`src/verilog/cache_macros.svh`:
```
`ifndef CACHE_MACROS_SVH
`define CACHE_MACROS_SVH

// line size in bits, 32 bytes per line
`define LINE_BITS 256

// number of sets, direct mapped
`define NUM_SETS 16

// address split derived from line size and set count
`define OFFSET_BITS $clog2(`LINE_BITS / 8)
`define INDEX_BITS $clog2(`NUM_SETS)
`define TAG_BITS (32 - `INDEX_BITS - `OFFSET_BITS)

`endif

```
`src/verilog/rv32i_types.sv`:
```
package rv32i_types;

	// processor-facing types shared by the core side of both caches

	// one address or data word
	typedef logic [31:0] rv32i_word;

	// store byte lanes, bit i enables byte i of the word
	typedef logic [3:0] byte_en_t;

endpackage : rv32i_types

```
`src/verilog/cache_types.sv`:
```
`include "cache_macros.svh"

package cache_types;

	// line and address field types
	typedef logic [`LINE_BITS-1:0] cache_line_t;
	typedef logic [`TAG_BITS-1:0] cache_tag_t;
	typedef logic [`INDEX_BITS-1:0] cache_index_t;
	// word select, byte offset bits without the low two
	typedef logic [`OFFSET_BITS-3:0] word_offset_t;

	// instruction cache control
	typedef enum logic [1:0] {
		ic_idle,
		ic_lookup,
		ic_fill
	} icache_state_t;

	// data cache control, write_back only on a dirty victim
	typedef enum logic [1:0] {
		dc_idle,
		dc_lookup,
		dc_write_back,
		dc_fill
	} dcache_state_t;

	// shared memory grant
	typedef enum logic [1:0] {
		arb_idle,
		arb_inst,
		arb_data
	} arb_state_t;

endpackage : cache_types

```
`src/verilog/pmem_if.sv`:
```
`timescale 1ns/100ps

interface pmem_if
	import rv32i_types::*;
	import cache_types::*;
();

	// request side, driven by the cache
	logic read;
	logic write;
	rv32i_word address;
	cache_line_t wdata;

	// response side, resp is a single-cycle pulse
	cache_line_t rdata;
	logic resp;

	modport cache (
		output read, write, address, wdata,
		input rdata, resp
	);

	// mirror of the cache view
	modport arbiter (
		input read, write, address, wdata,
		output rdata, resp
	);

endinterface : pmem_if

```
`src/verilog/dcache.sv`:
```
`timescale 1ns/100ps

`include "cache_macros.svh"

module dcache
	import rv32i_types::*;
	import cache_types::*;
(
	input logic clk,
	input logic reset,
	input logic read,
	input logic write,
	input rv32i_word address,
	input rv32i_word wdata,
	input byte_en_t byte_enable,
	input logic advance,
	output rv32i_word rdata,
	output logic ready,
	pmem_if.cache mem
);

	dcache_state_t state;
	dcache_state_t state_next;

	// storage, one line per set
	cache_tag_t tag_array [`NUM_SETS];
	cache_line_t line_array [`NUM_SETS];
	logic [`NUM_SETS-1:0] valid_array;
	logic [`NUM_SETS-1:0] dirty_array;

	cache_tag_t addr_tag;
	cache_index_t addr_index;
	word_offset_t addr_word;
	cache_line_t line;
	cache_line_t line_merged;
	logic hit;
	logic victim_dirty;
	logic store_en;
	logic fill_done;

	// split the data address
	assign addr_tag = address[31 -: `TAG_BITS];
	assign addr_index = address[`OFFSET_BITS +: `INDEX_BITS];
	assign addr_word = address[`OFFSET_BITS-1:2];

	assign line = line_array[addr_index];
	assign hit = valid_array[addr_index] && (tag_array[addr_index] == addr_tag);
	assign victim_dirty = valid_array[addr_index] && dirty_array[addr_index];

	// load data straight from the line
	assign rdata = line[addr_word*32 +: 32];

	// store commits once, in the cycle the pipeline moves on
	assign store_en = (state == dc_lookup) && hit && write && advance;
	assign fill_done = (state == dc_fill) && mem.resp;

	// byte lane merge of the store word into the line
	always_comb begin
		line_merged = line;
		for (int i = 0; i < 4; i++) begin
			if (byte_enable[i])
				line_merged[addr_word*32 + i*8 +: 8] = wdata[i*8 +: 8];
		end
	end

	// memory channel
	assign mem.read = (state == dc_fill);
	assign mem.write = (state == dc_write_back);
	assign mem.wdata = line;
	// victim address rebuilt from the stored tag
	always_comb begin
		if (state == dc_write_back)
			mem.address = {tag_array[addr_index], addr_index, {`OFFSET_BITS{1'b0}}};
		else
			mem.address = {addr_tag, addr_index, {`OFFSET_BITS{1'b0}}};
	end

	// ready when idle and unused, or a hit is held
	always_comb begin
		case (state)
			dc_idle: ready = !(read || write);
			dc_lookup: ready = hit;
			default: ready = 1'b0;
		endcase
	end

	always_comb begin
		state_next = state;
		case (state)
			dc_idle: begin
				if (read || write)
					state_next = dc_lookup;
			end
			dc_lookup: begin
				// dirty victim goes out before the fill
				if (!hit)
					state_next = victim_dirty ? dc_write_back : dc_fill;
				else if (advance)
					state_next = dc_idle;
			end
			dc_write_back: begin
				if (mem.resp)
					state_next = dc_fill;
			end
			dc_fill: begin
				if (mem.resp)
					state_next = dc_lookup;
			end
			default: state_next = dc_idle;
		endcase
	end

	always_ff @(posedge clk) begin
		if (reset)
			state <= dc_idle;
		else
			state <= state_next;
	end

	// valid and dirty, cleared on reset
	always_ff @(posedge clk) begin
		if (reset) begin
			valid_array <= '0;
			dirty_array <= '0;
		end else if (fill_done) begin
			valid_array[addr_index] <= 1'b1;
			dirty_array[addr_index] <= 1'b0;
		end else if (store_en) begin
			dirty_array[addr_index] <= 1'b1;
		end
	end

	// line data from a fill or a store merge
	always_ff @(posedge clk) begin
		if (fill_done) begin
			line_array[addr_index] <= mem.rdata;
			tag_array[addr_index] <= addr_tag;
		end else if (store_en) begin
			line_array[addr_index] <= line_merged;
		end
	end

endmodule : dcache

```
`src/flat_wrapper.sv`:
```
// flat-port wrapper written by rule: the top's interface ports become plain ports
module dcache_flat import rv32i_types::*; import cache_types::*;
  (clk, reset, read, write, address, wdata, byte_enable, advance, rdata, ready, mem_read, mem_write, mem_address, mem_wdata, mem_rdata, mem_resp);
  pmem_if mem_i ();
  input logic clk;
  input logic reset;
  input logic read;
  input logic write;
  input rv32i_word address;
  input rv32i_word wdata;
  input byte_en_t byte_enable;
  input logic advance;
  output rv32i_word rdata;
  output logic ready;
  output wire logic [$bits(mem_i.read)-1:0] mem_read;
  output wire logic [$bits(mem_i.write)-1:0] mem_write;
  output wire logic [$bits(mem_i.address)-1:0] mem_address;
  output wire logic [$bits(mem_i.wdata)-1:0] mem_wdata;
  input wire logic [$bits(mem_i.rdata)-1:0] mem_rdata;
  input wire logic [$bits(mem_i.resp)-1:0] mem_resp;
  assign mem_read = mem_i.read;
  assign mem_write = mem_i.write;
  assign mem_address = mem_i.address;
  assign mem_wdata = mem_i.wdata;
  assign mem_i.rdata = mem_rdata;
  assign mem_i.resp = mem_resp;
  dcache u_core (.clk(clk), .reset(reset), .read(read), .write(write), .address(address), .wdata(wdata), .byte_enable(byte_enable), .advance(advance), .rdata(rdata), .ready(ready), .mem(mem_i));
endmodule
```
`config.mk`:
```
export PLATFORM = sky130hd
export DESIGN_NAME = dcache_flat
export DESIGN_NICKNAME = d
export VERILOG_FILES = /design/src/verilog/rv32i_types.sv /design/src/verilog/cache_types.sv /design/src/verilog/pmem_if.sv /design/src/verilog/dcache.sv /design/src/flat_wrapper.sv
export VERILOG_INCLUDE_DIRS = /design/src /design/src/verilog
export SDC_FILE = /design/constraint.sdc
export NUM_CORES = 2
export LEC_CHECK = 0
export ABC_AREA = 0
export ABC_CLOCK_PERIOD_IN_PS = 25400
export BUFFER_PORTS_ARGS = -buffer_cell sky130_fd_sc_hd__buf_4
export CAP_MARGIN = 20
export CORE_ASPECT_RATIO = 2
export CORE_MARGIN = 10
export CORE_UTILIZATION = 56
export CTS_CLUSTER_SIZE = 30
export DETAILED_ROUTE_END_ITERATION = 8
export PLACE_DENSITY = 0.76
export SETUP_SLACK_MARGIN = 0.5
export SYNTH_ARGS = -nofsm -noshare
export SYNTH_HDL_FRONTEND = slang
export SYNTH_MEMORY_MAX_BITS = 65536
export SYNTH_SLANG_ARGS = --single-unit
export TNS_END_PERCENT = 50
```
`constraint.sdc`:
```
create_clock -name clk -period 25.4 [get_ports clk]
set_input_delay 1.27 -clock clk [delete_from_list [all_inputs] [get_ports clk]]
set_output_delay 1.27 -clock clk [all_outputs]
set_load 0.02 [all_outputs]
```
Word level (Yosys, flattened, before mapping)

Memory sizes are Yosys's and may differ from the RTL's.
Index checks and enable logic that the tools add are counted.

Bits in registers: 34
Bits in latches: 0
Bits in writable memories: 4464
Memory bits (read-only): 0
Input port bits: 330
Output and inout bits: 323
Logic and storage cells: 79
Memories kept: 2

Add/sub/neg operators: 7
Multipliers: 0
Div/mod/pow operators: 0
$lt $le $gt $ge: 2
Equal/unequal tests: 8
Shift-type cells: 9
Multiplexer cells: 31
Bitwise logic cells: 5
Reductions and logical operators: 12

Memory list:

| name              | words | width | read ports | clocked after Yosys merged registers in | wr ports | RTL line     | text |
|---|---|---|---|---|---|---|---|
| u_core.line_array | 16    | 256   | 1          | 0                                       | 1        | dcache.sv:27 | `` cache_line_t line_array [`NUM_SETS]; `` |
| u_core.tag_array  | 16    | 23    | 1          | 0                                       | 1        | dcache.sv:26 | `` cache_tag_t tag_array [`NUM_SETS]; `` |

Operators with widths:

| operator                                                    | number |
|---|---|
| two-way mux 256 bit                                         | 5 |
| bitwise mux 256 bit                                         | 4 |
| variable shift 8 x 34 -> 256 bit (first input constant)     | 4 |
| variable part select 8 x 34 -> 256 bit                      | 4 |
| variable part select 256 x 9 -> 32 bit                      | 1 |
| negation 32 -> 34 bit                                       | 3 |
| negation 8 -> 34 bit                                        | 1 |
| two-way mux 16 bit                                          | 2 |
| two-way mux 32 bit                                          | 1 |
| OR 16 bit                                                   | 2 |
| == test 23 bit                                              | 1 |
| adder 8 x 5 -> 9 bit (second input constant)                | 2 |
| bitwise AND 16 bit                                          | 1 |
| NOT 16 bit                                                  | 1 |
| two-way mux 2 bit                                           | 5 |
| adder 8 x 4 -> 9 bit (second input constant)                | 1 |
| two-way mux 1 bit                                           | 9 |
| binary-select mux 1 bit (select 4 bit)                      | 2 |
| case mux 2 bit (4 select lines)                             | 1 |
| logical AND 1 bit                                           | 7 |
| != test 2 x 1 -> 1 bit (second input constant)              | 3 |
| less-than comparator 4 x 5 -> 1 bit (second input constant) | 1 |
| demux 1 bit (select 4 bit)                                  | 1 |
| == test 2 bit (second input constant)                       | 2 |
| 10 further kinds                                            | 10 |

Depth between registers and ports, before layout

Word-level depth: 11
Gate-level depth with buffers: 15
Depth with buffers taken out: 9

Least setup slack after synthesis

OpenSTA, ideal clock, no wires.

Path kind: input-to-reg
Start: input port address[8]
End: memory u_core.line_array[10][0] (netlist name), enable pin
Library setup time: 1250 ps
Arrival: 22572 ps
Data required time: 24150 ps
Slack: 1578 ps
Cell stages on the path: 11
Path buffers: 3
Cell sequence: buf_2 -> buf_1 -> clkbuf_1 -> mux4_2 -> mux2_2 -> nand3_1 -> nand2_1 -> a2111o_1 -> nor4_1 -> nand4_1 -> a211oi_1

Word-level cells in the longest chain between the ends: 10
Elaborated cells on any way between the ends: 12
Classes of those cells: eq/ne: 1; mux: 5; bitwise: 1; reduce/logical: 4; memory: 1

RTL lines:

| what                                                                                | RTL line          | text |
|---|---|---|
| start, declared                                                                     | flat_wrapper.sv:9 | `input rv32i_word address;` |
| memory read (16 x 23 bit) or binary-select mux 1 bit (select 4 bit) (tied branches) | n/a               |  |
| == test 23 bit or two-way mux 1 bit (tied branches)                                 | dcache.sv:47      | `assign hit = valid_array[addr_index] && (tag_array[addr_index] == addr_tag);` |
| logical AND 1 bit                                                                   | dcache.sv:47      |  |
| logical AND 1 bit (3 in a row)                                                      | dcache.sv:54      | `assign store_en = (state == dc_lookup) && hit && write && advance;` |
| two-way mux 1 bit                                                                   | dcache.sv:138     | `end else if (store_en) begin` |
| two-way mux 1 bit                                                                   | dcache.sv:135     | `if (fill_done) begin` |
| two-way mux 1 bit (implied by the code)                                             | dcache.sv:139     | `line_array[addr_index] <= line_merged;` |
| OR 1 bit (no line)                                                                  | n/a               |  |
| end, declared                                                                       | dcache.sv:27      |  |

Parallel ways exist; a longest one is shown, timed or not. The select of a mux whose other input is x is not followed.

Worst setup path after layout

Start: input port address[6]
End: memory u_core.line_array[5][244] (netlist name), enable pin

Same word-level chain as after synthesis.

==> results.tsv <==
stage	metric	value	unit
outcome	outcome	completed	
synthesis	syn_avg_cell_area	22.6	µm²
cells_and_area	final.fill_count	20387	
cts	htreeDepth	5	
setup_path	max_stage_delay	0.87	ns
global_route	grt_pass1_vias	90937	
setup_path	crit_required	25.91	ns
placed_design	io_buffers	645	
cts	root_buffer	clkbuf_16	
power_and_ir_drop	power.density	75.9	nW/µm²
cts	tritoncts	done	
sta	relSlewSlack	0.174	
setup_path	timing.rr.start	u_core.tag_array[11][7]	
floorplan	design.core.area	318000	µm²
sta	max_freq	0.109	GHz
placed_design	dp_hpwl	340	mm
floorplan	io_pins	653	
hold_path	hold_class	reg2reg	
power_and_ir_drop	ir_drop	100	µV
synthesis	async_flop_share	0	
synthesis	synthFlopType	edfxtp_1	
cells_and_area	multi_input_area	42400	µm²
drt	drt-total-wl	555	mm
setup_path	cpLargestDelayFamily	buffers and inverters	
setup_path	crit_arrival	9.72	ns
synthesis	synth_cell_types	71	
cts	cts.repair.resized	0	
cts	cts.sinks	4498	
cells_and_area	syn2layout_area_growth	12.6	%
synthesis	ys.warnings.count	0	
sta	slew_violations	0	
sta	tns	0	ns
floorplan	rows	293	
global_route	antenna_found_initial	111	
setup_path	worst-setup-path-type	in2reg	
sta	min_period	9.21	ns
cells_and_area	nets	8991	
drt	first_pass_iters	6	
cells_and_area	final_area	202000	µm²
drt	drt-vias-per-instance	7.13	
setup_path	cpMostUsedCell	buf_4	
synthesis	seq_area_frac_synth	0.753	
drt	remaining_drc_errors	0	
sta	worst_pin_slew	1.24	ns
setup_path	startpoint	address[6]	
sta	hold_violations	0	
synthesis	ys_seq_elements	4498	
synthesis	synth_edf_count	4464	
synthesis	syn_inst	7907	
global_route	grt_max_degree	157	
setup_path	cp-start-kind	input port	
hold_path	worstHoldStart	u_core.valid_array[10]	
placed_design	gp_congestion	0.946	
global_route	grtUsageTotal	0.319	
global_route	grt_pass1_wl	757	mm
run	maxCapViolCount	0	
setup_path	end_kind	flip-flop	
cts	clkLatencyLatePin	0.96	ns
power_and_ir_drop	p_leak	0.0643	µW
floorplan	die_h	820	µm
cts	cts_setup_buffers	0	
setup_path	path_cells	buf_8 > buf_4 > buf_4 > mux4_2 > o32ai_1 > or4b_1 > a211o_1 > nor3_1 > nand4_1 > buf_4 > a21oi_4 > buf_4 > buf_4 > buf_4 > buf_4	
drt	post_drt_wl_per_cell	42.2	µm
drt	via_count	93778	
cts	clockBufferDepth	4	
cells_and_area	seq_area	135000	µm²
synthesis	synth_area	179000	µm²
floorplan	die_x	420	µm
global_route	overflow	0	
cts	clk_pin_slew	0.07	ns
drt	ant_nets	0	
placed_design	placed_cell_area	189000	µm²
floorplan	start_util	0.563	
floorplan	die_area	344000	µm²
cts	cts_inserted_buffers	375	
setup_path	crit_slowest_cell	buf_4	
sta	setup_slack	16.19	ns
sta	period_share	0.362	
cts	postCtsHoldBufs	0	
placed_design	pre_cts_ws	15.35	ns
cells_and_area	drive_above_1_share	0.340	
sta	rsz0062_at_grt	false	
setup_path	path_max_fanout	82	
drt	drtIter0Drc	15928	
sta	finalSetupViolCount	0	
sta	hold_ws	0.480	ns
setup_path	crit_buf_inv	8	
sta	fin_skew	0.0900	ns
cells by family (layout without fill, tap and decap cells):
group	Yosys count	in the layout	share of synthesized area
flops	4498	4498	0.753
simple gates	674	674	0.0161
mux	1814	1814	0.204
other cells	1	74	0.0000209
buf+inv	495	1544	0.0125
xor+xnor	19	19	0.000930
compound gates	396	396	0.0132
fa+ha+maj	10	10	0.000699
where the power goes:
group / internal (µW) / switching (µW) / leakage [µW] / total, µW
sequential: 8170 / 4.71 / 0.0404 / 8170
combinational: 422 / 799 / 0.0179 / 1220
clock: 3240 / 2660 / 0.00596 / 5900
total: 11800 / 3470 / 0.0643 / 15300
per-layer routing:
metal  wire, µm  up-vias  GRT usage
met2     256000     8033      0.483
met4      46000       80      0.204
li1           -    35075          -
met1     173000    49032      0.393
met5        512        -          0
met3      79600     1558      0.113
synthesized netlist by cell type, types with 5 or more instances:
cell type | number | area, µm²
edfxtp_1 | 4464 | 134000
mux4_2 | 1411 | 31800
nand2_1 | 456 | 1710
clkbuf_1 | 252 | 946
o21ai_0 | 230 | 1150
mux2_2 | 124 | 1400
mux2_1 | 109 | 1230
buf_2 | 102 | 510
nor2_1 | 92 | 345
mux2i_1 | 89 | 891
mux2_4 | 81 | 1220
buf_1 | 56 | 210
a21oi_1 | 49 | 245
inv_1 | 41 | 154
dfxtp_1 | 34 | 681
a22o_1 | 28 | 245
buf_6 | 25 | 282
nand3_1 | 25 | 125
a22oi_1 | 22 | 165
nand4_1 | 18 | 113
buf_4 | 16 | 120
o22ai_1 | 13 | 81.3
xnor2_1 | 13 | 114
nor2b_1 | 12 | 75.1
nor3_1 | 12 | 60.1
and2_1 | 11 | 68.8
ha_1 | 10 | 125
nand2b_1 | 9 | 56.3
nor3b_1 | 9 | 67.6
a211oi_1 | 6 | 45.0
a31oi_1 | 6 | 37.5
nor4_1 | 6 | 37.5
xor2_1 | 6 | 52.6
a2111oi_0 | 5 | 43.8
o211ai_1 | 5 | 37.5
path summary, 6_finish.rpt:
| kind | endpoint | cells after the start | slack [ns] |
|---|---|---|---|
| hold reg to reg | u_core.valid_array[10] | 2 | 0.48 |
| hold / removal | u_core.valid_array[10] | 2 | 0.48 |
| setup reg to reg | u_core.line_array[5][244] | 13 | 18.51 |
| setup / recovery | u_core.line_array[5][244] | 15 | 16.19 |
cells in the final DEF, fill, tap and decap left out, types with 13 or more instances in the layout:
cell type | Yosys | final
dfxtp_1 | 34 | 34
xnor2_1 | 13 | 13
a22oi_1 | 22 | 22
mux2_2 | 124 | 124
nand2_1 | 456 | 455
diode_2 | 0 | 69
nor2_4 | 0 | 17
nor2_1 | 92 | 71
mux2i_1 | 89 | 89
clkinvlp_4 | 0 | 26
buf_4 | 16 | 781
a22o_1 | 28 | 28
mux2_1 | 109 | 109
clkinv_2 | 0 | 65
a21oi_1 | 49 | 37
inv_1 | 41 | 38
clkbuf_16 | 0 | 381
nand3_1 | 25 | 25
buf_12 | 0 | 22
clkbuf_1 | 252 | 66
o22ai_1 | 13 | 13
edfxtp_1 | 4464 | 4464
bufinv_16 | 0 | 45
mux4_2 | 1411 | 1411
o21ai_0 | 230 | 230
clkinv_1 | 1 | 70
mux2_4 | 81 | 81
inv_6 | 0 | 13
nand4_1 | 18 | 18
state kept, by name, indices dropped and copies added (netlist names), named ones only:
register	cells
u_core.line_array	4096
u_core.tag_array	368
u_core.valid_array	16
u_core.state	2
area by class of cell:
| class | count | share of cell area |
|---|---|---|
| Tap cell | 4130 | 0.0256 |
| Antenna cell | 69 | 0.000857 |
| Sequential cell | 4498 | 0.669 |
| Clock buffer | 452 | 0.0489 |
| Inverter | 44 | 0.000869 |
| Multi-Input combinational cell | 2918 | 0.210 |
| Clock inverter | 234 | 0.0122 |
| Timing Repair Buffer | 814 | 0.0326 |
metrics by stage:
| stage | total power [µW] | cells | util |
|---|---|---|---|
| 6_report | 15300 | 13159 | 0.633 |
| 5_1_grt | 15600 | 13101 | 0.633 |
| 4_1_cts | 15300 | 13084 | 0.632 |
| 3_5_place_dp | 9520 | 12398 | 0.594 |
| 3_3_place_gp | 9500 | 12394 | 0.593 |
| 2_1_floorplan | 8970 | 7911 | - |
worst reg2reg max path: stages, from the launching register on:
cell       delay, ns
edfxtp_1        0.39
mux4_2          0.47
mux2i_1         0.41
nor2_1          0.10
a2111oi_0       0.50
a21oi_1         0.17
nor4_1          0.42
nand4_1         0.24
buf_4           0.36
a21oi_4         0.20
buf_4           0.68
buf_4           0.78
buf_4           0.85
buf_4           0.84
No activity file was read; power rests on OpenSTA's default activity.
