## config.mk

```make
export PLATFORM = sky130hd
export DESIGN_NAME = arbiter_flat
export DESIGN_NICKNAME = d
export VERILOG_FILES = /design/src/verilog/rv32i_types.sv /design/src/verilog/cache_types.sv /design/src/verilog/pmem_if.sv /design/src/verilog/arbiter.sv /design/src/flat_wrapper.sv
export VERILOG_INCLUDE_DIRS = /design/src /design/src/verilog
export SDC_FILE = /design/constraint.sdc
export NUM_CORES = 1
export LEC_CHECK = 0
export ABC_AREA = 1
export BUFFER_PORTS_ARGS = -buffer_cell sky130_fd_sc_hd__buf_2
export CAP_MARGIN = 10
export CORE_AREA = 5 5 639 641
export DETAILED_ROUTE_END_ITERATION = 12
export DIE_AREA = 0 0 644 646
export SLEW_MARGIN = 20
export SYNTH_ARGS = -nofsm -noshare
export SYNTH_HDL_FRONTEND = slang
export SYNTH_SLANG_ARGS = --single-unit
```

## constraint.sdc

```tcl
create_clock -name clk -period 4.4 [get_ports clk]
set_clock_uncertainty 0.1 [all_clocks]
set_input_delay 0.88 -clock clk [delete_from_list [all_inputs] [get_ports clk]]
set_output_delay 0.88 -clock clk [all_outputs]
set_load 0.01 [all_outputs]
```

## src/verilog/cache_macros.svh

```systemverilog
`ifndef CACHE_MACROS_SVH
`define CACHE_MACROS_SVH

// line size in bits, 32 bytes per line
`define LINE_BITS 256

// number of sets, direct mapped
`define NUM_SETS 16

// address split derived from line size and set count
`define OFFSET_BITS $clog2(`LINE_BITS / 8)
`define INDEX_BITS $clog2(`NUM_SETS)
`define TAG_BITS (32 - `INDEX_BITS - `OFFSET_BITS)

`endif

```

## src/verilog/rv32i_types.sv

```systemverilog
package rv32i_types;

	// processor-facing types shared by the core side of both caches

	// one address or data word
	typedef logic [31:0] rv32i_word;

	// store byte lanes, bit i enables byte i of the word
	typedef logic [3:0] byte_en_t;

endpackage : rv32i_types

```

## src/verilog/cache_types.sv

```systemverilog
`include "cache_macros.svh"

package cache_types;

	// line and address field types
	typedef logic [`LINE_BITS-1:0] cache_line_t;
	typedef logic [`TAG_BITS-1:0] cache_tag_t;
	typedef logic [`INDEX_BITS-1:0] cache_index_t;
	// word select, byte offset bits without the low two
	typedef logic [`OFFSET_BITS-3:0] word_offset_t;

	// instruction cache control
	typedef enum logic [1:0] {
		ic_idle,
		ic_lookup,
		ic_fill
	} icache_state_t;

	// data cache control, write_back only on a dirty victim
	typedef enum logic [1:0] {
		dc_idle,
		dc_lookup,
		dc_write_back,
		dc_fill
	} dcache_state_t;

	// shared memory grant
	typedef enum logic [1:0] {
		arb_idle,
		arb_inst,
		arb_data
	} arb_state_t;

endpackage : cache_types

```

## src/verilog/pmem_if.sv

```systemverilog
`timescale 1ns/100ps

interface pmem_if
	import rv32i_types::*;
	import cache_types::*;
();

	// request side, driven by the cache
	logic read;
	logic write;
	rv32i_word address;
	cache_line_t wdata;

	// response side, resp is a single-cycle pulse
	cache_line_t rdata;
	logic resp;

	modport cache (
		output read, write, address, wdata,
		input rdata, resp
	);

	// mirror of the cache view
	modport arbiter (
		input read, write, address, wdata,
		output rdata, resp
	);

endinterface : pmem_if

```

## src/verilog/arbiter.sv

```systemverilog
`timescale 1ns/100ps

module arbiter
	import rv32i_types::*;
	import cache_types::*;
(
	input logic clk,
	input logic reset,
	pmem_if.arbiter inst,
	pmem_if.arbiter data,
	output logic pmem_read,
	output logic pmem_write,
	output rv32i_word pmem_address,
	output cache_line_t pmem_wdata,
	input cache_line_t pmem_rdata,
	input logic pmem_resp
);

	arb_state_t state;
	arb_state_t state_next;

	logic inst_req;
	logic data_req;
	logic sel_inst;

	assign inst_req = inst.read || inst.write;
	assign data_req = data.read || data.write;

	// idle picks by priority so the request reaches memory
	// in the same cycle, afterwards the held grant decides
	assign sel_inst = (state == arb_inst) || (state == arb_idle && inst_req);

	// request mux toward memory
	always_comb begin
		if (sel_inst) begin
			pmem_read = inst.read;
			pmem_write = inst.write;
			pmem_address = inst.address;
			pmem_wdata = inst.wdata;
		end else begin
			pmem_read = data.read;
			pmem_write = data.write;
			pmem_address = data.address;
			pmem_wdata = data.wdata;
		end
	end

	// responses only to the side holding the grant
	assign inst.resp = pmem_resp && (state == arb_inst);
	assign data.resp = pmem_resp && (state == arb_data);
	assign inst.rdata = (state == arb_inst) ? pmem_rdata : '0;
	assign data.rdata = (state == arb_data) ? pmem_rdata : '0;

	always_comb begin
		state_next = state;
		case (state)
			arb_idle: begin
				// instruction side first
				if (inst_req)
					state_next = arb_inst;
				else if (data_req)
					state_next = arb_data;
			end
			arb_inst, arb_data: begin
				// grant ends with the transaction
				if (pmem_resp)
					state_next = arb_idle;
			end
			default: state_next = arb_idle;
		endcase
	end

	always_ff @(posedge clk) begin
		if (reset)
			state <= arb_idle;
		else
			state <= state_next;
	end

endmodule : arbiter

```

## src/flat_wrapper.sv

```systemverilog
// flat-port wrapper written by rule: the top's interface ports become plain ports
module arbiter_flat import rv32i_types::*; import cache_types::*;
  (clk, reset, pmem_read, pmem_write, pmem_address, pmem_wdata, pmem_rdata, pmem_resp, inst_read, inst_write, inst_address, inst_wdata, inst_rdata, inst_resp, data_read, data_write, data_address, data_wdata, data_rdata, data_resp);
  pmem_if inst_i ();
  pmem_if data_i ();
  input logic clk;
  input logic reset;
  output logic pmem_read;
  output logic pmem_write;
  output rv32i_word pmem_address;
  output cache_line_t pmem_wdata;
  input cache_line_t pmem_rdata;
  input logic pmem_resp;
  input wire logic [$bits(inst_i.read)-1:0] inst_read;
  input wire logic [$bits(inst_i.write)-1:0] inst_write;
  input wire logic [$bits(inst_i.address)-1:0] inst_address;
  input wire logic [$bits(inst_i.wdata)-1:0] inst_wdata;
  output wire logic [$bits(inst_i.rdata)-1:0] inst_rdata;
  output wire logic [$bits(inst_i.resp)-1:0] inst_resp;
  input wire logic [$bits(data_i.read)-1:0] data_read;
  input wire logic [$bits(data_i.write)-1:0] data_write;
  input wire logic [$bits(data_i.address)-1:0] data_address;
  input wire logic [$bits(data_i.wdata)-1:0] data_wdata;
  output wire logic [$bits(data_i.rdata)-1:0] data_rdata;
  output wire logic [$bits(data_i.resp)-1:0] data_resp;
  assign inst_i.read = inst_read;
  assign inst_i.write = inst_write;
  assign inst_i.address = inst_address;
  assign inst_i.wdata = inst_wdata;
  assign inst_rdata = inst_i.rdata;
  assign inst_resp = inst_i.resp;
  assign data_i.read = data_read;
  assign data_i.write = data_write;
  assign data_i.address = data_address;
  assign data_i.wdata = data_wdata;
  assign data_rdata = data_i.rdata;
  assign data_resp = data_i.resp;
  arbiter u_core (.clk(clk), .reset(reset), .inst(inst_i), .data(data_i), .pmem_read(pmem_read), .pmem_write(pmem_write), .pmem_address(pmem_address), .pmem_wdata(pmem_wdata), .pmem_rdata(pmem_rdata), .pmem_resp(pmem_resp));
endmodule
```

* After elaboration in Yosys (flattened, before gate mapping)
Cells that the tools add are included.
** Storage, ports and cells
- Register bits after elaboration :: 2
- Word-level logic and storage cells :: 24
- Output and inout bits :: 804
- Bits of input ports :: 839
** Operators by class
- Reduce and logical (&&, ||, !) cells :: 9
- Muxes and demuxes :: 10
- Equal/unequal tests :: 4
** Operator list (number)
- 256-bit 2-to-1 mux :: 3
- 32-bit 2-to-1 mux :: 1
- 2-bit 2-to-1 mux :: 3
- 2-bit case mux with 2 select lines :: 1
- 1-bit logical AND :: 3
- 1-bit logical OR :: 3
- 3-bit by 1-bit != test with 1-bit output (second input constant) :: 1
- 2-bit by 1-bit == test with 1-bit output (second input constant) :: 1
- 2-bit == test (second input constant) :: 1
- 2-bit zero test :: 1
- 1-bit 2-to-1 mux :: 2
- 2-bit != test (second input constant) :: 1
- 2-bit AND reduction :: 1
- 2-bit OR reduction :: 1

* Depth between registers and ports, before layout
Gate-level depths: netlist of the first run.
- Depth after elaboration :: 4
- Gate-level depth with buffers :: 11
- Gate-level depth less buffers :: 7

* Least setup slack after synthesis of the first run
No wires, ideal clock.
- Kind :: input to output
- Start :: in inst_write
- End :: out pmem_address[0]
- Data required time :: 3420 ps
- Cell stages on the path :: 7
- Slack :: 1468 ps
- Data arrival time :: 1952 ps
- Buffers on the path :: 3
- Cell sequence :: nor2_1 -> nor2_1 -> or2_1 -> buf_2 -> buf_6 -> clkbuf_1 -> o21ai_0
** Between the ends
- Cells in the longest elaborated chain, start to end :: 4
** Ends and longest elaborated chain
- start, declared :: line flat_wrapper.sv:15 : input wire logic [$bits(inst_i.write)-1:0] inst_write;
- 1-bit logical OR :: line arbiter.sv:26 : assign inst_req = inst.read || inst.write;
- 1-bit logical AND :: line arbiter.sv:31 : assign sel_inst = (state == arb_inst) || (state == arb_idle && inst_req);
- 1-bit logical OR :: line arbiter.sv:31
- 32-bit 2-to-1 mux :: line arbiter.sv:35 : if (sel_inst) begin
- end, declared :: line flat_wrapper.sv:10 : output rv32i_word pmem_address;
Every way passes these cells.

* Worst setup path in the final report of the first run
- Start :: in inst_write
- End :: out pmem_wdata[9]
** Between the ends
- Cells in the longest elaborated chain, start to end :: 4
** Ends and longest elaborated chain
- 1-bit logical OR :: line arbiter.sv:26
- 1-bit logical AND :: line arbiter.sv:31
- 1-bit logical OR :: line arbiter.sv:31
- 256-bit 2-to-1 mux :: line arbiter.sv:35
- end, declared :: line flat_wrapper.sv:11 : output cache_line_t pmem_wdata;
Every way passes these cells.

==> results of run 1 <==
-- cells in the mapped netlist --
cell and n:
buf_4 1, clkbuf_1 75, buf_6 24, buf_2 17, dfxtp_1 2, inv_1 809, o21ai_1 210, nand2_1 811
or2_1 1, nand3_1 1, nor2_1 2, ha_1 3, buf_1 6, a21oi_1 2, o21ai_0 80
-- critical path: stages --
cell,delay (ps)
buf_2,110
nor2_1,130
nor2_1,70
or2_4,300
buf_12,190
buf_12,250
o21ai_0,370
buf_12,190
-- layout by cell type (no fill, tap or decap) --
master,Yosys,layout
clkbuf_16,0,3
o21ai_1,210,210
ha_4,0,2
nand3_1,1,1
nand2_1,811,811
diode_2,0,292
o21ai_0,80,80
nor2_1,2,2
buf_4,1,17
dfxtp_1,2,2
inv_1,809,809
a21oi_1,2,2
ha_1,3,1
or2_4,0,1
buf_12,0,41
buf_2,17,1613
-- cell families (layout without fill, tap and decap cells) --
kind of cell	after synthesis	after routing	synth area share [%]
compound gates	292	292	17.60
simple gates	815	815	36.88
fa+ha+maj	3	3	0.4520
buf+inv	932	2483	44.59
flops	2	2	0.4821
other cells	0	292	0
-- power by group --
part	switching (W)	internal, W	total, W	leakage [nW]
Combinational	0.00408	0.00148	0.00556	15.7
Clock	0.0000208	0.000116	0.000136	0.0388
Sequential	0.00000290	0.0000207	0.0000236	0.0165
-- metrics by stage --
stage	cells	hold slack (ps)	cell area [um2]
floorplan	2044	367.7	8305
global placement	8879	413.4	23300
detailed placement	8879	430.2	23300
CTS	8882	433.8	23380
global route	9110	463.7	23950
finish	9174	433.9	24110
-- final cells by class --
type	instances	share of cell area, %
Timing Repair Buffer	1671	37.42
Tap cell	5287	27.44
Multi-Input combinational cell	1110	19.04
Inverter	809	12.60
Antenna cell	292	3.031
Clock buffer	3	0.3114
Sequential cell	2	0.1661
-- worst paths after layout --
kind	endpoint	from	slack, ps	cells past startpoint
max reg2reg	u_core.state[0]	u_core.state[0]	3020	6
min	u_core.state[0]	u_core.state[0]	430	2
max	pmem_wdata[9]	inst_write	770	8
min reg2reg	u_core.state[0]	u_core.state[0]	430	2
-- layer usage --
layer | track usage [%] | routed length [um]
met4 | 7.925 | 19350
met1 | 14.87 | 111400
met3 | 12.42 | 60620
met5 | 1.236 | 1254
met2 | 32.13 | 197300
==> summary.txt, run 1 <==
Detailed routing
  • DRC violations left: 0
  • ANT nets after route: 0
  • Vias/cell: 2.362
  • Total wire length: 390000 um
  • DRT iter0 DRCs: 1445
  • Drt wl/cell: 42.51 um
  • Vias: 21.67k
  • Iteration count of the initial detailed-routing pass: 6

Cells and area
  • Max reg flops: 2
  • Nets: 4439
  • Area delta synth->final: 190.3%
  • Top reg by flops: u_core.state
  • Biggest regs: u_core.state (2)
  • Share of layout cells above drive strength 1: 46.65%
  • Reg area: 40.04 um2
  • Finished Core Util: 6.001%
  • Number of fill cells in the layout: 48.31k
  • Area taken by multi-input logic gates: 4589 um2

Clock network
  • Post CTS Setup Buffer Count: 0
  • CTS sink count: 2
  • Num CTS Buffers: 3
  • CTS Hold Bufs: 0
  • Worst-skew pair later-pin latency: 220 ps
  • Post_cts resized: 0
  • # H-tree levels: 1
  • Deepest clock path buffer count: 2
  • Worst-path clk slew: 30 ps
  • CTS tree: done
  • Root buffer cell: clkbuf_16

Placed design
  • IO Port Bufs: 1642
  • Post-DP HPWL: 376600 um
  • GP Congestion: 1.312
  • Placement Setup Slack: 824.4 ps

Timing
  • Worst-margin pin slew: 791.3 ps
  • Max-slew headroom: 47.25%
  • Period utilization: 82.59%
  • Setup-failing EPs final: 0
  • Post-route minimum period: 3634 ps
  • Setup TNS: 0 ps
  • Fmax: 275.2 MHz
  • Setup ws final: 766.1 ps
  • Max Slew Vio Count: 0
  • Final hold viol count: 0
  • RSZ-0062 raised after global routing: no

Floorplanning
  • Total die area: 416000 um2
  • Die height: 646 um
  • Initial cell density of the core: 2.067%
  • Core area: 401700 um2
  • I/O pin cnt: 1643
  • Die Wd: 644 um
  • Cell Rows: 233

Min path
  • Hold Path Class: reg2reg

Synthesis
  • Area contributors post-synth: nand2_1 37%, inv_1 37%, o21ai_1 13%
  • Cells after Synth: 2044
  • Seq/Total Area, Yosys: 0.4821%
  • Cell variety after synth: 15
  • Post-Syn Area: 8305 um2
  • Syn_nets: 2886
  • Synth Register Bits: 2
  • Ys Warns: 0
  • Syn avg cell area: 4.063 um2
  • Post-synth top area cell: nand2_1
  • Yosys top cell area share: 36.65%

Global routing
  • Total congestion overflow: 0
  • Tot GR Track Use: 17.86%
  • Initial antenna violation count: 478
  • Vias in the first global route: 18.86k
  • First-pass GRT wire length: 427000 um
  • Largest net degree at the start of global routing: 130

Worst setup path
  • CP Data Required Time: 3420 ps
  • CP Launch Type: input pin
  • Critical Path AT: 2650 ps
  • CP Max Fanout: 66
  • Crit. End Element: output port
  • CP Class: in2out

Power
  • Pwr Total: 0.005723 W
  • P_leak: 15.78 nW
  • Peak supply drop: 0.1033 mV
  • PwrDens: 237.4 nW/um2

Flow run
  • Number of max-cap violations: 0

Outcome
  • Status: complete, no violations
(Power assumes the default switching activity.)
==> inputs of run 2 (changes only) <==
--- a/config.mk
+++ b/config.mk
@@ -6,12 +6,12 @@
 export SDC_FILE = /design/constraint.sdc
 export NUM_CORES = 1
 export LEC_CHECK = 0
-export ABC_AREA = 1
+export ABC_AREA = 0
 export BUFFER_PORTS_ARGS = -buffer_cell sky130_fd_sc_hd__buf_2
 export CAP_MARGIN = 10
-export CORE_AREA = 5 5 639 641
+export CORE_AREA = 5 5 630 632
 export DETAILED_ROUTE_END_ITERATION = 12
-export DIE_AREA = 0 0 644 646
+export DIE_AREA = 0 0 635 637
 export SLEW_MARGIN = 20
 export SYNTH_ARGS = -nofsm -noshare
 export SYNTH_HDL_FRONTEND = slang
==> constraint.sdc (replaced) <==
create_clock -name clk -period 2.91 [get_ports clk]
set_clock_uncertainty 0.1 [all_clocks]
set_input_delay 0.582 -clock clk [delete_from_list [all_inputs] [get_ports clk]]
set_output_delay 0.582 -clock clk [all_outputs]
set_load 0.01 [all_outputs]
==> run 2 against run 1 <==
Compared with the run above: the run now ends with negative setup slack left; clock power grew 55%; total power rose by 74%; register-to-register slack got worse by 1500 ps; synthesized cell count is 55% lower; utilization grew 0.78 points; critical path depth stayed put; critical path type unchanged.
==> summary.txt, run 2 <==
Synthesis
  • Seq/Total Area, Yosys: 0.5606% (+0.079 points)
  • Most frequent cell after synthesis: and2_1
  • Post-Syn Area: 7142 um2 (-14%)
  • Synth Register Bits: 2 (unchanged)
  • Ys Warns: 0 (unchanged)
  • Area contributors post-synth: and2_1 45%, mux2_2 30%, mux2_1 16%
  • Asr flop ratio synth: 0% (unchanged)
  • Syn avg cell area: 7.840 um2 (+93%)
  • Cell variety after synth: 19 (+4)
  • Yosys top cell area share: 45.02% (+8.4 points)
  • Post-synth top area cell: and2_1
  • Post-synth top cells: 514 x and2_1, 190 x mux2_2, 100 x mux2_1, 56 x clkbuf_1
  • Top FF cell, synth: dfxtp_1
  • Syn_nets: 1753 (-39%)
  • Cells after Synth: 911 (-55%)
  • Post-synth EDFFs: 0 (unchanged)

Worst setup path
  • CP Max Fanout: 13 (-80%)
  • CP Data Required Time: 2230 ps (-1190 ps)
  • CP Class: in2out
  • CP Launch Type: input pin
  • Critical Path AT: 2320 ps (-330 ps)
  • Crit. End Element: output port

Detailed routing
  • Vias/cell: 2.163 (-8.4%)
  • WL met2: 210700 um (+6.8%)
  • Metal3 WL: 66250 um (+9.3%)
  • DRC violations left: 0 (unchanged)
  • Drt wl/cell: 52.34 um (+23%)
  • Vias: 17.62k (-19%)
  • DRT iter0 DRCs: 892 (-38%)
  • Max layer used: met5
  • ANT nets after route: 0 (unchanged)
  • Iteration count of the initial detailed-routing pass: 5 (-1)
  • Total wire length: 426400 um (+9.3%)
  • Met1 wire length: 131400 um (+18%)

Floorplanning
  • Cell Rows: 230 (-1.3%)
  • Core area: 390800 um2 (-2.7%)
  • Total die area: 404500 um2 (-2.8%)
  • Initial cell density of the core: 1.827% (-0.24 points)
  • Die Wd: 635 um (-1.4%)
  • Die height: 637 um (-1.4%)
  • I/O pin cnt: 1643 (unchanged)

Placed design
  • IO Port Bufs: 1642 (unchanged)
  • Post-DP HPWL: 410800 um (+9.1%)
  • Placed Cells incl. Taps: 7714 (-13%)
  • GP Congestion: 1.031 (-21%)

Outcome
  • Status: finished, violations left
  • Violated checks: negative setup slack

Min path
  • Hold Path Class: in2reg

Cells and area
  • Commonest non-fill, non-tap cell in the layout: buf_2
  • Finished Core Util: 6.784% (+0.78 points)
  • Most frequent cells in the layout: 1361 x buf_2, 514 x and2_1, 162 x mux2_2
  • Max reg flops: 2 (unchanged)
  • Reg area: 41.29 um2 (+3.1%)
  • Share of layout cells above drive strength 1: 77.37% (+31 points)
  • Number of fill cells in the layout: 46.53k (-3.7%)
  • Area delta synth->final: 271.2%
  • Area taken by multi-input logic gates: 6953 um2 (+51%)
  • Biggest regs: u_core.state (2)
  • Nets: 3363 (-24%)
  • Non-Filler Instances: 8146 (-11%)
  • Top reg by flops: u_core.state

Clock network
  • CTS Hold Bufs: 0 (unchanged)
  • Worst-skew pair later-pin latency: 230 ps (about the same)
  • CTS tree: done
  • Root buffer cell: clkbuf_16
  • # H-tree levels: 1 (unchanged)
  • CTS sink count: 2 (unchanged)
  • Worst-path clk slew: 30 ps (about the same)
  • Num CTS Buffers: 3 (unchanged)
  • Deepest clock path buffer count: 2 (unchanged)

Timing
  • Setup ws final: -96.90 ps (-863.0 ps)
  • Worst-margin pin slew: 504.1 ps (-287.2 ps)
  • Max-slew headroom: 66.63% (+19 points)
  • Post-route minimum period: 3007 ps
  • Hold_ws: 444.4 ps (+10.54 ps)
  • Period utilization: 103.3%
  • Setup TNS: -5684 ps (-5684 ps)
  • Max Slew Vio Count: 0 (unchanged)
  • RSZ-0062 raised after global routing: yes
  • Fmax: 332.6 MHz
  • Final hold viol count: 0 (unchanged)
  • Setup-failing EPs final: 172 (+172)

Global routing
  • Total congestion overflow: 0 (unchanged)
  • First-pass GRT wire length: 460100 um (+7.8%)
  • Tot GR Track Use: 20.15% (+2.3 points)
  • Largest net degree at the start of global routing: 76 (-42%)
  • Vias in the first global route: 15.07k (-20%)
  • Initial antenna violation count: 612 (+28%)

Flow run
  • Number of max-cap violations: 0 (unchanged)

Power
  • Peak supply drop: 0.2154 mV (+110%)
  • P_leak: 11.35 nW (-28%)
  • Pwr Total: 0.009979 W (+74%)
  • PwrDens: 376.4 nW/um2 (+59%)
-- run 2: cell types whose count changed after synthesis, sizes merged, moves of 16 or more --
cell	previous run	this run
o21ai	290	2
inv	809	2
buf	48	32
mux2	0	290
and2	0	514
clkbuf	75	56
nand2	811	0
-- run 2: metrics by stage --
step / instance area, um2 / worst slack [ps]
floorplan: 7142 / 422.0
global placement: 23760 / -110.2
detailed placement: 23760 / -153.3
CTS: 24890 / -90.28
global route: 26260 / -126.8
finish: 26510 / -96.90
-- run 2: timing repair --
item	4_1_cts	5_1_grt
setup endpoints to repair	277	277
setup buffers	11	0
pin swaps	1	0
gates cloned	9	5
resized for setup	185	179
-- run 2: critical path, stage by stage --
cell       delay (ps)
buf_6             100
or2_4             250
a21oi_4           140
buf_12            130
buf_6             190
bufbuf_16         320
mux2_2            350
buf_4             200
-- run 2: kinds of logic (layout without fill, tap and decap cells) --
logic type	Yosys count	count (layout)	share of synthesized area, %
adders and majority gates	3	3	0.5256
AOI/OAI and AO/OA	6	6	0.4555
other	0	407	0
DFF	2	2	0.5606
buffers and inverters	90	1698	7.218
muxes	290	290	45.73
and+or+nand+nor	520	520	45.52
-- run 2: area by class of cell --
type	count	area share [%]
antenna	407	3.842
clock buffer	3	0.2832
inverter	2	0.02832
multi-input combinational	819	26.23
sequential	2	0.1557
tap	5220	24.64
timing repair buffer	1693	44.83
-- run 2: final timing paths --
check                  start               to  slack, ps  depth (start not counted)
max               inst_write  pmem_wdata[116]       -100                          8
min                    reset  u_core.state[0]        440                          2
max reg2reg  u_core.state[0]  u_core.state[0]       1480                          5
min reg2reg  u_core.state[0]  u_core.state[0]        450                          2
-- run 2: per-layer routing --
| metal | global-route usage, % | vias to the layer above |
|---|---|---|
| met4 | 5.607 | 142 |
| met1 | 18.04 | 7717 |
| met2 | 36.12 | 2112 |
| met5 | 0 | - |
| met3 | 14.31 | 997 |
| li1 | - | 6655 |
-- run 2: report_power, final --
part	switching, W	leakage, nW	internal (W)	total (W)
clock	0.0000360	0.0395	0.000175	0.000211
combinational	0.00591	11.3	0.00382	0.00973
sequential	0.00000569	0.0168	0.0000324	0.0000380
total	0.00595	11.3	0.00403	0.00998
==> inputs of run 3 (changes only) <==
--- a/config.mk
+++ b/config.mk
@@ -7,7 +7,7 @@
 export NUM_CORES = 1
 export LEC_CHECK = 0
 export ABC_AREA = 0
-export BUFFER_PORTS_ARGS = -buffer_cell sky130_fd_sc_hd__buf_2
+export BUFFER_PORTS_ARGS = -buffer_cell sky130_fd_sc_hd__buf_4
 export CAP_MARGIN = 10
 export CORE_AREA = 5 5 630 632
 export DETAILED_ROUTE_END_ITERATION = 12
==> run 3 against run 2 <==
Compared with the run above: the flow still finishes with violations (negative setup slack); critical path depth is 1 higher; clock power hardly changed; die area is the same; count of clock-buffer cells in the layout did not move; register-to-register slack better by 20 ps; routed wire length rose by 0.31%; sequential cell count is the same; setup slack got worse by 15 ps; largest power group unchanged; highest routed layer unchanged.
==> summary.txt, run 3 (same netlist as run 2, synthesis figures left out) <==
Cells and area
  • Max reg flops: 2 (unchanged)
  • Area taken by multi-input logic gates: 6874 um2 (-1.1%)
  • Share of layout cells above drive strength 1: 76.99% (-0.39 points)
  • Reg area: 41.29 um2 (unchanged)
  • Area delta synth->final: 285.4%
  • Design area: 27520 um2 (+3.8%)
  • Commonest non-fill, non-tap cell in the layout: buf_4
  • Most frequent cells in the layout: 1600 x buf_4, 514 x and2_1, 171 x mux2_2
  • Top reg by flops: u_core.state
  • Biggest regs: u_core.state (2)
  • Number of fill cells in the layout: 46.26k (-0.58%)
  • Nets: 3373 (+0.30%)
  • Non-Filler Instances: 7882 (-3.2%)

Global routing
  • Initial antenna violation count: 468 (-24%)
  • First-pass GRT wire length: 460500 um (about the same)
  • Total congestion overflow: 0 (unchanged)
  • Largest net degree at the start of global routing: 69 (-9.2%)
  • Vias in the first global route: 15.27k (+1.3%)
  • Tot GR Track Use: 20.14% (about the same)

Power
  • P_int: 0.004382 W (+8.9%)
  • Comb power frac: 97.5% (about the same)
  • P_leak: 11.76 nW (+3.6%)
  • Part of the power in registers: 0.4% (about the same)
  • Psw: 0.005720 W (-3.9%)
  • Clk pwr share: 2.1% (about the same)
  • PwrDens: 367.0 nW/um2 (-2.5%)
  • Sw Share: 56.62% (-3.0 points)
  • Peak supply drop: 0.1314 mV (-39%)

Floorplanning
  • Die height: 637 um (unchanged)
  • Core area: 390800 um2 (unchanged)
  • I/O pin cnt: 1643 (unchanged)
  • Die Wd: 635 um (unchanged)
  • Cell Rows: 230 (unchanged)
  • Initial cell density of the core: 1.827% (unchanged)
  • Total die area: 404500 um2 (unchanged)

Worst setup path
  • Max incr delay on CP: 350 ps (about the same)
  • Crit path max-delay cell type: mux2_1
  • CP Launch Type: input pin
  • CP Max Fanout: 9 (-4)
  • WP buf/inv: 6 (+1)
  • CP top delay family: buffers and inverters
  • CP Cell Sequence: buf_6 -> or2_4 -> a21oi_4 -> buf_12 -> buf_16 -> buf_12 -> clkbuf_16 -> mux2_1 -> buf_4
  • Critical Path AT: 2340 ps (+20 ps)
  • Most used cell, CP: buf_12
  • Crit. End Element: output port
  • CP Class: in2out
  • Reg2reg start: u_core.state[0]
  • CP Data Required Time: 2230 ps (about the same)
  • Crit. Startpoint: inst_write

Detailed routing
  • Total wire length: 427700 um (+0.31%)
  • ANT nets after route: 0 (unchanged)
  • DRC violations left: 0 (unchanged)
  • DRT iter0 DRCs: 1143 (+28%)
  • Vias: 17.22k (-2.3%)
  • Vias/cell: 2.185 (+1.0%)
  • Iteration count of the initial detailed-routing pass: 6 (+1)
  • Drt wl/cell: 54.26 um (+3.7%)

Timing
  • Fmax: 330.9 MHz (-0.49%)
  • Max Slew Vio Count: 0 (unchanged)
  • Setup ws final: -111.7 ps (-14.82 ps)
  • Post-route minimum period: 3022 ps (+14.82 ps)
  • Setup-failing EPs final: 123 (-28%)
  • Setup TNS: -3475 ps (+2209 ps)
  • Final hold viol count: 0 (unchanged)
  • Max-slew headroom: 70.91% (+4.3 points)
  • Period utilization: 103.8% (+0.51 points)
  • Worst-margin pin slew: 439.9 ps (-64.14 ps)
  • RSZ-0062 raised after global routing: yes

Clock network
  • Worst-path clk slew: 30 ps (about the same)
  • Root buffer cell: clkbuf_16
  • Deepest clock path buffer count: 2 (unchanged)
  • CTS Hold Bufs: 0 (unchanged)
  • Num CTS Buffers: 3 (unchanged)
  • Worst-skew pair later-pin latency: 230 ps (about the same)
  • CTS tree: done
  • # H-tree levels: 1 (unchanged)
  • CTS sink count: 2 (unchanged)

Placed design
  • Placed Cells incl. Taps: 7719 (+0.065%)
  • Cell Area, Placed: 26010 um2 (+9.5%)
  • Post-DP HPWL: 411400 um (+0.15%)
  • IO Port Bufs: 1642 (unchanged)
  • GP Congestion: 1.265 (+23%)

Min path
  • Worst Min Path Start: u_core.state[0]
  • Hold Path Class: reg2reg

Outcome
  • Violated checks: negative setup slack
  • Status: finished, violations left

Flow run
  • Number of max-cap violations: 0 (unchanged)
run 3: final timing paths:
| check | to | slack [ps] | cells after the start |
|---|---|---|---|
| max | pmem_wdata[195] | -110 | 9 |
| min | u_core.state[0] | 420 | 2 |
| max reg2reg | u_core.state[1] | 1500 | 5 |
| min reg2reg | u_core.state[0] | 420 | 2 |
run 3: per-layer routing:
| layer | wire length [um] | vias up | part of all wire (%) | track usage, % |
|---|---|---|---|---|
| li1 | - | 6373 | - | - |
| met3 | 66070 | 805 | 15 | 14.21 |
| met2 | 212100 | 2027 | 50 | 35.83 |
| met1 | 135500 | 7875 | 32 | 18.57 |
| met4 | 12960 | 144 | 3.0 | 4.860 |
| met5 | 1048 | - | 0.25 | 0.1654 |
run 3: power groups by stage:
stage          clock network [W]  registers, W  logic, W
4_1_cts                 0.000215     0.0000376   0.00960
5_1_grt                 0.000221     0.0000381    0.0103
2_1_floorplan                  0     0.0000340   0.00271
6_report                0.000214     0.0000375   0.00985
3_3_place_gp                   0     0.0000364   0.00902
3_5_place_dp                   0     0.0000371   0.00905
run 3: what timing repair did:
item                                    4_1_cts  5_1_grt
cloned                                        6       11
resized for setup                            90       60
endpoints found under the setup margin      264      180
setup buffers                                10        2
pin swaps                                     1        0
run 3: layout make-up:
class	instances	area share, %
Sequential cell	2	0.1500
Tap cell	5220	23.73
Multi-Input combinational cell	819	24.98
Clock buffer	3	0.2728
Timing Repair Buffer	1703	49.63
Antenna cell	133	1.209
Inverter	2	0.02728
run 3: per-stage QoR:
stage               util, %  hold WS, ps  total power, W  worst slack [ps]
global placement      6.655        421.4        0.009060            -95.31
detailed placement    6.655        442.6        0.009092            -145.1
CTS                   6.834        414.2        0.009854            -54.88
floorplan                 -        360.7        0.002749             422.0
finish                7.043        419.1         0.01010            -111.7
global route          7.014        442.7         0.01058            -149.2
run 3: worst reg2reg max path, cell delays in order, from the launching register on:
cell,delay (ps)
dfxtp_2,350
inv_1,110
ha_4,280
nor2b_1,150
a21oi_1,60
a211oi_1,250
